==> src/design/umi_pkg.sv <==
package umi_pkg;

   // arbitration mode code, bit 1 picks reserve
   typedef logic [1:0] arb_mode_t;

   // lowest unmasked index wins
   localparam arb_mode_t MODE_PRIORITY = 2'b00;

   // thermometer mask heats up on collisions
   localparam arb_mode_t MODE_RESERVE  = 2'b10;

   // 01 is accepted and acts as priority
   // 11 acts as reserve

   // default fabric size
   localparam int UMI_N  = 4;   // number of sources
   localparam int UMI_DW = 16;  // packet width in bits

   // the source index width comes from N inside each module
   // so that a narrower or wider mux needs no package edit

endpackage
==> src/design/umi_mux.sv <==
`timescale 1ns/1ps

module umi_mux
   import umi_pkg::*;
   #(parameter int N  = UMI_N,   // number of sources
     parameter int DW = UMI_DW   // packet width
   )
   (
   input  logic                         clk,
   input  logic                         nreset,
   input  arb_mode_t                    mode,       // arbitration mode
   input  logic [N-1:0]                 mask,       // 1 disables a source
   input  logic [N-1:0]                 in_valid,
   input  logic [N*DW-1:0]              in_data,    // source i in slice i
   output logic [N-1:0]                 in_ready,
   input  logic                         out_ready,
   output logic                         out_valid,
   output logic [DW-1:0]                out_data,
   output logic [(N>1?$clog2(N):1)-1:0] out_src
   );

   logic [N-1:0]    requests;   // slot full flags
   logic [N-1:0]    grants;     // combinational winner
   logic [N*DW-1:0] slot_data;  // held packets
   logic            take;       // output register free

   // one slot per source
   umi_request_buffer #(.N(N), .DW(DW)) i_umi_request_buffer (
      .clk       (clk),
      .nreset    (nreset),
      .in_valid  (in_valid),
      .in_data   (in_data),
      .grants    (grants),
      .take      (take),
      .in_ready  (in_ready),
      .requests  (requests),
      .slot_data (slot_data)
   );

   // picks one full slot per cycle
   umi_arbiter #(.N(N)) i_umi_arbiter (
      .clk      (clk),
      .nreset   (nreset),
      .mode     (mode),
      .mask     (mask),
      .requests (requests),
      .grants   (grants)
   );

   // registers the winner with its index
   umi_output_stage #(.N(N), .DW(DW)) i_umi_output_stage (
      .clk       (clk),
      .nreset    (nreset),
      .grants    (grants),
      .slot_data (slot_data),
      .out_ready (out_ready),
      .take      (take),
      .out_valid (out_valid),
      .out_data  (out_data),
      .out_src   (out_src)
   );

endmodule

==> src/design/umi_output_stage.sv <==
`timescale 1ns/1ps

module umi_output_stage
   import umi_pkg::*;
   #(parameter int N  = UMI_N,   // number of sources
     parameter int DW = UMI_DW   // packet width
   )
   (
   input  logic                         clk,
   input  logic                         nreset,
   input  logic [N-1:0]                 grants,     // one-hot or zero
   input  logic [N*DW-1:0]              slot_data,  // held packets
   input  logic                         out_ready,
   output logic                         take,       // register can load
   output logic                         out_valid,
   output logic [DW-1:0]                out_data,
   output logic [(N>1?$clog2(N):1)-1:0] out_src     // winning source
   );

   localparam int IW = (N > 1) ? $clog2(N) : 1;  // index width

   logic [DW-1:0] sel_data;   // granted packet
   logic [IW-1:0] sel_src;    // granted index
   logic          any_grant;

   // and-or mux, safe since at most one grant is set
   always_comb
   begin
      sel_data = '0;
      sel_src  = '0;
      for (int i = 0; i < N; i++)
      begin
         if (grants[i])
         begin
            sel_data = sel_data | slot_data[i*DW +: DW];
            sel_src  = sel_src | IW'(i);  // one-hot to binary
         end
      end
   end

   assign any_grant = |grants;

   // empty, or being emptied by downstream this cycle
   assign take = ~out_valid | out_ready;

   always_ff @(posedge clk or negedge nreset)
   begin
      if (!nreset)
         out_valid <= 1'b0;
      else if (take)
         out_valid <= any_grant;  // drops when nothing was granted
   end

   // payload and index hold while stalled
   always_ff @(posedge clk)
   begin
      if (take && any_grant)
      begin
         out_data <= sel_data;
         out_src  <= sel_src;
      end
   end

endmodule

==> src/design/umi_request_buffer.sv <==
`timescale 1ns/1ps

module umi_request_buffer
   import umi_pkg::*;
   #(parameter int N  = UMI_N,   // number of sources
     parameter int DW = UMI_DW   // packet width
   )
   (
   input  logic            clk,
   input  logic            nreset,
   input  logic [N-1:0]    in_valid,
   input  logic [N*DW-1:0] in_data,    // source i in slice i
   input  logic [N-1:0]    grants,     // from arbiter
   input  logic            take,       // output stage accepts
   output logic [N-1:0]    in_ready,
   output logic [N-1:0]    requests,   // full flags
   output logic [N*DW-1:0] slot_data   // held packets
   );

   logic [N-1:0] slot_full;
   logic [N-1:0] slot_free;  // emptied at the coming edge
   logic [N-1:0] slot_load;  // filled at the coming edge

   // a granted slot leaves only when the output can take it
   assign slot_free = grants & {N{take}};

   // ready while empty or while being drained, lets a source stream
   assign in_ready  = ~slot_full | slot_free;

   assign slot_load = in_valid & in_ready;
   assign requests  = slot_full;

   // full flags, load wins over free at the same edge
   always_ff @(posedge clk or negedge nreset)
   begin
      if (!nreset)
      begin
         slot_full <= '0;  // all empty, in_ready all high
      end
      else
      begin
         for (int i = 0; i < N; i++)
         begin
            if (slot_load[i])
               slot_full[i] <= 1'b1;
            else if (slot_free[i])
               slot_full[i] <= 1'b0;
         end
      end
   end

   // packet payload, only written on a transfer
   always_ff @(posedge clk)
   begin
      for (int i = 0; i < N; i++)
      begin
         if (slot_load[i])
            slot_data[i*DW +: DW] <= in_data[i*DW +: DW];
      end
   end

   // a stale payload in an empty slot is never granted,
   // the arbiter only sees full flags

endmodule

==> src/design/umi_arbiter.sv <==
`timescale 1ns/1ps

module umi_arbiter
   import umi_pkg::*;
   #(parameter int N = UMI_N  // number of sources
   )
   (
   input  logic         clk,
   input  logic         nreset,
   input  arb_mode_t    mode,      // 0x priority, 1x reserve
   input  logic [N-1:0] mask,      // 1 blocks that source
   input  logic [N-1:0] requests,  // full slots
   output logic [N-1:0] grants     // one-hot or zero
   );

   logic [N-1:0] thermometer;   // covered low indices
   logic [N-1:0] therm_shift;   // next hotter step
   logic [N-1:0] eligible;      // requests still in the race
   logic         reserve_en;
   logic         collision;     // some requester left waiting

   // only bit 1 matters, so 01 behaves like MODE_PRIORITY
   assign reserve_en = mode[1] == MODE_RESERVE[1];

   // masked or covered requests drop out
   assign eligible = requests & ~mask & ~thermometer;

   // fixed priority encoder, lowest eligible index wins
   always_comb
   begin : prio_enc
      logic found;
      found  = 1'b0;
      grants = '0;
      for (int i = 0; i < N; i++)
      begin
         if (eligible[i] && !found)
         begin
            grants[i] = 1'b1;
            found     = 1'b1;  // block the higher ones
         end
      end
   end

   // pushback detect, counts masked requesters too
   assign collision = |(requests & ~grants);

   // shift in a one from bit 0
   assign therm_shift = (thermometer << 1) | 1'b1;

   // thermometer gets hotter on every collision in reserve mode
   // once the lower N-1 bits are hot the shift would reach the
   // top bit, so the mask wraps back to zero instead
   always_ff @(posedge clk or negedge nreset)
   begin
      if (!nreset)
      begin
         thermometer <= '0;
      end
      else if (collision && reserve_en)
      begin
         if (therm_shift[N-1])
         begin
            thermometer <= '0;  // wrap, low indices back in
         end
         else
         begin
            thermometer <= therm_shift;
         end
      end
   end

   // take is not looked at here, a stalled output still
   // leaves requesters ungranted and keeps heating the mask
   // while every requester is covered the grant is zero and
   // the collision steps the mask on to the wrap

endmodule

==> config.mk <==
export PLATFORM = sky130hd
export DESIGN_NAME = umi_mux
export DESIGN_NICKNAME = d
export VERILOG_FILES = /design/src/design/umi_pkg.sv /design/src/design/umi_mux.sv /design/src/design/umi_output_stage.sv /design/src/design/umi_request_buffer.sv /design/src/design/umi_arbiter.sv
export SDC_FILE = /design/constraint.sdc
export NUM_CORES = 1
export LEC_CHECK = 0
export ABC_AREA = 1
export CAP_MARGIN = 25
export CORE_UTILIZATION = 40
export CTS_CLUSTER_DIAMETER = 200
export DETAILED_ROUTE_END_ITERATION = 7
export DONT_BUFFER_PORTS = 1
export GPL_ROUTABILITY_DRIVEN = 1
export PLACE_DENSITY = 0.65
export SLEW_MARGIN = 20
export SYNTH_ARGS = -nofsm -noshare
export SYNTH_HDL_FRONTEND = slang
export SYNTH_SLANG_ARGS = --single-unit
==> constraint.sdc <==
create_clock -name clk -period 2.9 [get_ports clk]
set_input_delay 0.58 -clock clk [delete_from_list [all_inputs] [get_ports clk]]
set_output_delay 0.58 -clock clk [all_outputs]
set_load 0.1 [all_outputs]
Word-level counts from Yosys, hierarchy flattened

Index checks and enable logic that the tools add are counted.

Output and inout bits: 23
Logic and storage cells: 63
Bits of input ports: 77
Flip-flop bits (word level): 91

Bitwise gates (word level): 15
Reductions and logical operators: 15
Mux-type cells: 20

Operator list:

| kind                | count |
|---|---|
| $mux W16            | 4 |
| $or A16 B16 Y16     | 3 |
| $and A4 B4 Y4       | 5 |
| $not A4 Y4          | 4 |
| $mux W1             | 15 |
| $reduce_bool A2 Y1  | 4 |
| $reduce_or A4 Y1    | 2 |
| $logic_and A1 B1 Y1 | 5 |
| $or A4 B4 Y4        | 1 |
| $logic_not A1 Y1    | 3 |
| $mux W3             | 1 |
| $reduce_or A2 Y1    | 1 |
| $not A1 Y1          | 1 |
| $or A1 B1 Y1        | 1 |

Depth between registers and ports, before layout

Depth in word-level cells: 17
Gate-level depth with buffers: 9
Mapped depth without buffers: 9

By module

From an unflattened synthesis, not the netlist that was laid out.

Cell total of the unflattened synthesis: 308
Area, all modules: 3601.0 um^2

By module, submodules not included:

| module             | area an instance (um^2) | cells each | sequential area each (um^2) | times used |
|---|---|---|---|---|
| umi_request_buffer | 2102.0                  | 88         | 2021.9                      | 1 |
| umi_output_stage   | 1236.2                  | 180        | 565.5                       | 1 |
| umi_arbiter        | 262.8                   | 40         | 75.1                        | 1 |

Least setup slack after synthesis

No wires, ideal clock.

Path type: flip-flop to flip-flop
Start: register i_umi_output_stage.out_valid
End: register i_umi_request_buffer.slot_data[16] (enable)
Period minus slack after synthesis: 3.596 ns
Setup time: 0.389 ns
Arrival: 3.207 ns
Data required time: 2.511 ns
Path slack: -0.696 ns
Cell stages (with the launch flop): 6
Path buffers: 0
Path through: dfrtp_1 -> inv_1 -> nor2_1 -> o21ai_1 -> inv_1 -> nor2_1

Longest elaborated chain between the ends: 5

RTL lines:

| item                                  | line                     | RTL |
|---|---|---|
| start: declaration                    | umi_output_stage.sv:15   | `output logic out_valid,` |
| start signal: assignment              | umi_output_stage.sv:51   | `out_valid <= any_grant;` |
| $not A1 Y1                            | umi_output_stage.sv:44   | `assign take = ~out_valid \| out_ready;` |
| $or A1 B1 Y1                          | umi_output_stage.sv:44   |  |
| $and A4 B4 Y4                         | umi_request_buffer.sv:25 | `assign slot_free = grants & {N{take}};` |
| $or A4 B4 Y4                          | umi_request_buffer.sv:28 | `assign in_ready = ~slot_full \| slot_free;` |
| via in_ready[1]                       | umi_mux.sv:15            | `output logic [N-1:0] in_ready,` |
| $and A4 B4 Y4                         | umi_request_buffer.sv:30 | `assign slot_load = in_valid & in_ready;` |
| via i_umi_request_buffer.slot_load[1] | umi_request_buffer.sv:22 | `logic [N-1:0] slot_load;` |
| end signal: indexed assignment        | umi_request_buffer.sv:58 | `slot_data[i*DW +: DW] <= in_data[i*DW +: DW];` |
| end: declaration                      | umi_request_buffer.sv:17 | `output logic [N*DW-1:0] slot_data` |

The timed path passes the listed nets, and every way through them passes these cells.
A chain may end at the register's enable or synchronous reset.

Worst setup path after layout

Start: register i_umi_request_buffer.slot_full[1] (netlist: i_umi_request_buffer.requests[1])
End: output port in_ready[3]

Longest elaborated chain between the ends: 12

RTL lines:

| item                             | line                     | RTL |
|---|---|---|
| start: declaration               | umi_request_buffer.sv:20 | `logic [N-1:0] slot_full;` |
| start signal: assignment         | umi_request_buffer.sv:38 | `slot_full <= '0;` |
| start signal: indexed assignment | umi_request_buffer.sv:45 | `slot_full[i] <= 1'b1;` |
| start signal: indexed assignment | umi_request_buffer.sv:47 | `slot_full[i] <= 1'b0;` |
| $and A4 B4 Y4 * (2 in a row)     | umi_arbiter.sv:26        | `assign eligible = requests & ~mask & ~thermometer;` |
| $logic_and A1 B1 Y1 *            | umi_arbiter.sv:36        | `if (eligible[i] && !found)` |
| $mux W1 *                        | umi_arbiter.sv:36        |  |
| $logic_not A1 Y1                 | umi_arbiter.sv:36        |  |
| $logic_and A1 B1 Y1              | umi_arbiter.sv:36        |  |
| $mux W1 *                        | umi_arbiter.sv:36        |  |
| $logic_not A1 Y1 *               | umi_arbiter.sv:36        |  |
| $logic_and A1 B1 Y1 *            | umi_arbiter.sv:36        |  |
| $mux W1 *                        | umi_arbiter.sv:36        |  |
| $and A4 B4 Y4 *                  | umi_request_buffer.sv:25 |  |
| $or A4 B4 Y4 *                   | umi_request_buffer.sv:28 |  |
| end: declaration                 | umi_mux.sv:15            |  |

Every way passes the cells marked *; elsewhere a longest branch is shown, timed or not.

==> flow_metrics.tcl <==
set metrics [dict create \
    cpMaxStageDelayCell "inv_1" \
    setup_viol 0 \
    dieArea_um2 8860 \
    synth-main-ff-cell "edfxtp_1" \
    cts-root-buf "clkbuf_8" \
    ys_async_sr_fraction_pct 8.89 \
    die_h_um 94.1 \
    yosysTopAreaCell "edfxtp_1" \
    syn_to_final_growth_pct 11.5 \
    synth_area_leaders "edfxtp_1 (73%), dfrtp_1 (5.9%), nand2_1 (5.4%)" \
    ctsHoldBuffers 1 \
    cts_resized 0 \
    power_uw 4050 \
    grt-ovfl-total 0 \
    place_ws_ns 0.384 \
    wl_met3_um 344 \
    finalHoldViolations 0 \
    dp_hpwl_um 4550 \
    max_slew_margin_pct 32.3 \
    irDropWorstVdd_mv 0.490 \
    cp.arrival_ns 2.14 \
    cts_tree "done" \
    antenna_found_initial 0 \
    cp-start-kind "flop" \
    clk_pin_slew_ns 0.09 \
    skew_ns 0.0126 \
    final_layout_size_suffix_gt1_share_pct 22.2 \
    grt_max_degree 19 \
    hold_slack_ns 0.321 \
    io_buffers 0 \
    cts_max_path_buffers 2 \
    ios 100 \
    yosysWarnings 0 \
    fin_ws_ns 0.180 \
    grtUsageTotal_pct 16.1 \
    clock-sinks 90 \
    ys_ff_latch 90 \
    core_um2 8220 \
    worst_pin_slew_ns 1.01 \
    slew_viol_final 0 \
    min_path_type "input port to flop" \
    synth.avg_cell_area_um2 15.0 \
    initialDrtViolationCount 71 \
    syn_nets 303 \
    die_w_um 94.1 \
    synth_cell_types 20 \
    totalWireLength_um 6750 \
    vias 1769 \
    clock_latency_ns 0.35 \
    tns_ns 0 \
    crit_path_end_kind "primary output" \
    routed.top_layer "met4" \
    worstPathCellList "nand3_1, nand2_2, nor2_4, a21oi_1, inv_1" \
    detail-route-antenna-nets 0 \
    wl_met2_um 3530 \
    diodes 0 \
    cp_max_fo 11 \
    p_leak_uw 0.00138 \
    timing.fmax_mhz 368 \
    cts_buffers 9 \
    drt-wirelength-per-cell_um 19.1 \
    place_congestion 0.837 \
    drt_first_pass_iters 4 \
    cts_setup_buffers 0 \
    final_util_pct 46.0 \
    synth_edf_count 82 \
    status "completed" \
    ctsHtreeMaxLevel 3 \
    ff2ff_setup_slack_ns 0.58 \
    start_util_pct 41.3 \
    maxCapViolations 0 \
    rows 33 \
    nNetsFinal 320 \
    drt-met1-wl_um 2690 \
    syn_area_um2 3390 \
    slowest_delay_ns 0.65 \
    via_per_inst 5.01 \
    grt_pass1_wl_um 9890 \
    yosysTopAreaCellShare_pct 72.6 \
    post-route-period-util_pct 93.8 \
    synth_cells 226 \
    seq_area_frac_synth_pct 78.5 \
    fin_crit_ns 2.72 \
    grt_pass1_vias 1762 \
    worstPathRequired_ns 2.32 \
    power.density_nw_per_um2 1070 \
    rsz0062_at_grt "no" \
    drc_errors 0 \
    path_class "flop to primary output" \
]
-- cell type report --
cell class	count	area (um2)
Inverter	22	82.6
Fill cell	719	4430
Timing Repair Buffer	10	81.3
Clock buffer	9	124
Clock inverter	7	75.1
Sequential cell	90	2660
Tap cell	105	131
Multi-Input combinational cell	110	627
-- metrics by stage --
step | cells | cell area, um2
6_report | 353 | 3780
4_1_cts | 352 | 3770
2_1_floorplan | 226 | 3400
3_3_place_gp | 335 | 3560
5_1_grt | 353 | 3780
3_5_place_dp | 335 | 3560
-- final timing paths --
path | from | to | depth (start not counted)
worst max-delay path | i_umi_request_buffer.requests[1] | in_ready[3] | 5
worst min-delay path | in_data[28] | i_umi_request_buffer.slot_data[28] | 0
worst max register to register | i_umi_request_buffer.requests[1] | i_umi_request_buffer.slot_data[53] | 5
worst min register to register | i_umi_arbiter.thermometer[2] | i_umi_arbiter.thermometer[2] | 2
max in group asynchronous | nreset | i_umi_arbiter.thermometer[1] | 1
min in group asynchronous | nreset | i_umi_request_buffer.requests[1] | 1
-- report_power, final --
group	switching, uW	internal [uW]
registers	806	1720
clock network	443	405
logic	522	155
total	1770	2280
-- layout by cell type, fill, tap and decap left out --
cell type,synthesis,routed
a22oi_1,6,6
nor3_4,1,1
dfrtp_1,8,8
buf_4,0,8
o21ai_2,0,2
o21ai_1,4,2
clkinv_4,0,2
edfxtp_1,82,82
inv_1,17,17
a21oi_1,2,2
a22oi_2,10,10
clkinv_2,0,2
bufinv_16,0,1
nor2_1,9,5
nor2_2,1,5
inv_2,5,5
inv_6,0,2
nand3b_2,1,1
nand2_2,2,2
nand2_1,49,49
clkbuf_8,0,9
dlygate4sd3_1,0,1
nand3_1,21,21
nand3_2,2,2
a21oi_2,1,1
nor2_4,1,1
buf_6,3,1
-- Yosys cell counts (3+ instances only) --
| cell type | number |
|---|---|
| edfxtp_1 | 82 |
| nand2_1 | 49 |
| nand3_1 | 21 |
| inv_1 | 17 |
| a22oi_2 | 10 |
| nor2_1 | 9 |
| dfrtp_1 | 8 |
| a22oi_1 | 6 |
| inv_2 | 5 |
| o21ai_1 | 4 |
| buf_6 | 3 |
-- registers in the layout (all words and copies together), names as in the netlist --
name                            flops
i_umi_request_buffer.requests       4
i_umi_request_buffer.slot_data     64
i_umi_output_stage.out_src          2
i_umi_arbiter.thermometer           3
i_umi_output_stage.out_valid        1
i_umi_output_stage.out_data        16
-- kinds of logic after synthesis --
group,Yosys count,synth area share (%)
buffers and inverters,26,3.58
flip-flops,90,78.5
AND/OR/NAND/NOR,87,11.8
AO/OA/AOI/OAI,23,6.16
-- metal layers --
| metal | global-route usage (%) | vias to the layer above |
|---|---|---|
| li1 | - | 842 |
| met1 | 19.2 | 841 |
| met2 | 27.3 | 70 |
| met3 | 3.96 | 16 |
| met4 | 7.69 | 0 |
| met5 | 0 | - |
-- worst max-delay path: cells and delay by family, from the launching register on --
family	cells	cell delay, ns
AOI/OAI and AO/OA	1	0.16
buffers and inverters	1	0.65
DFF	1	0.45
and+or+nand+nor	3	0.53
Power figures use the tool's default switching activity.
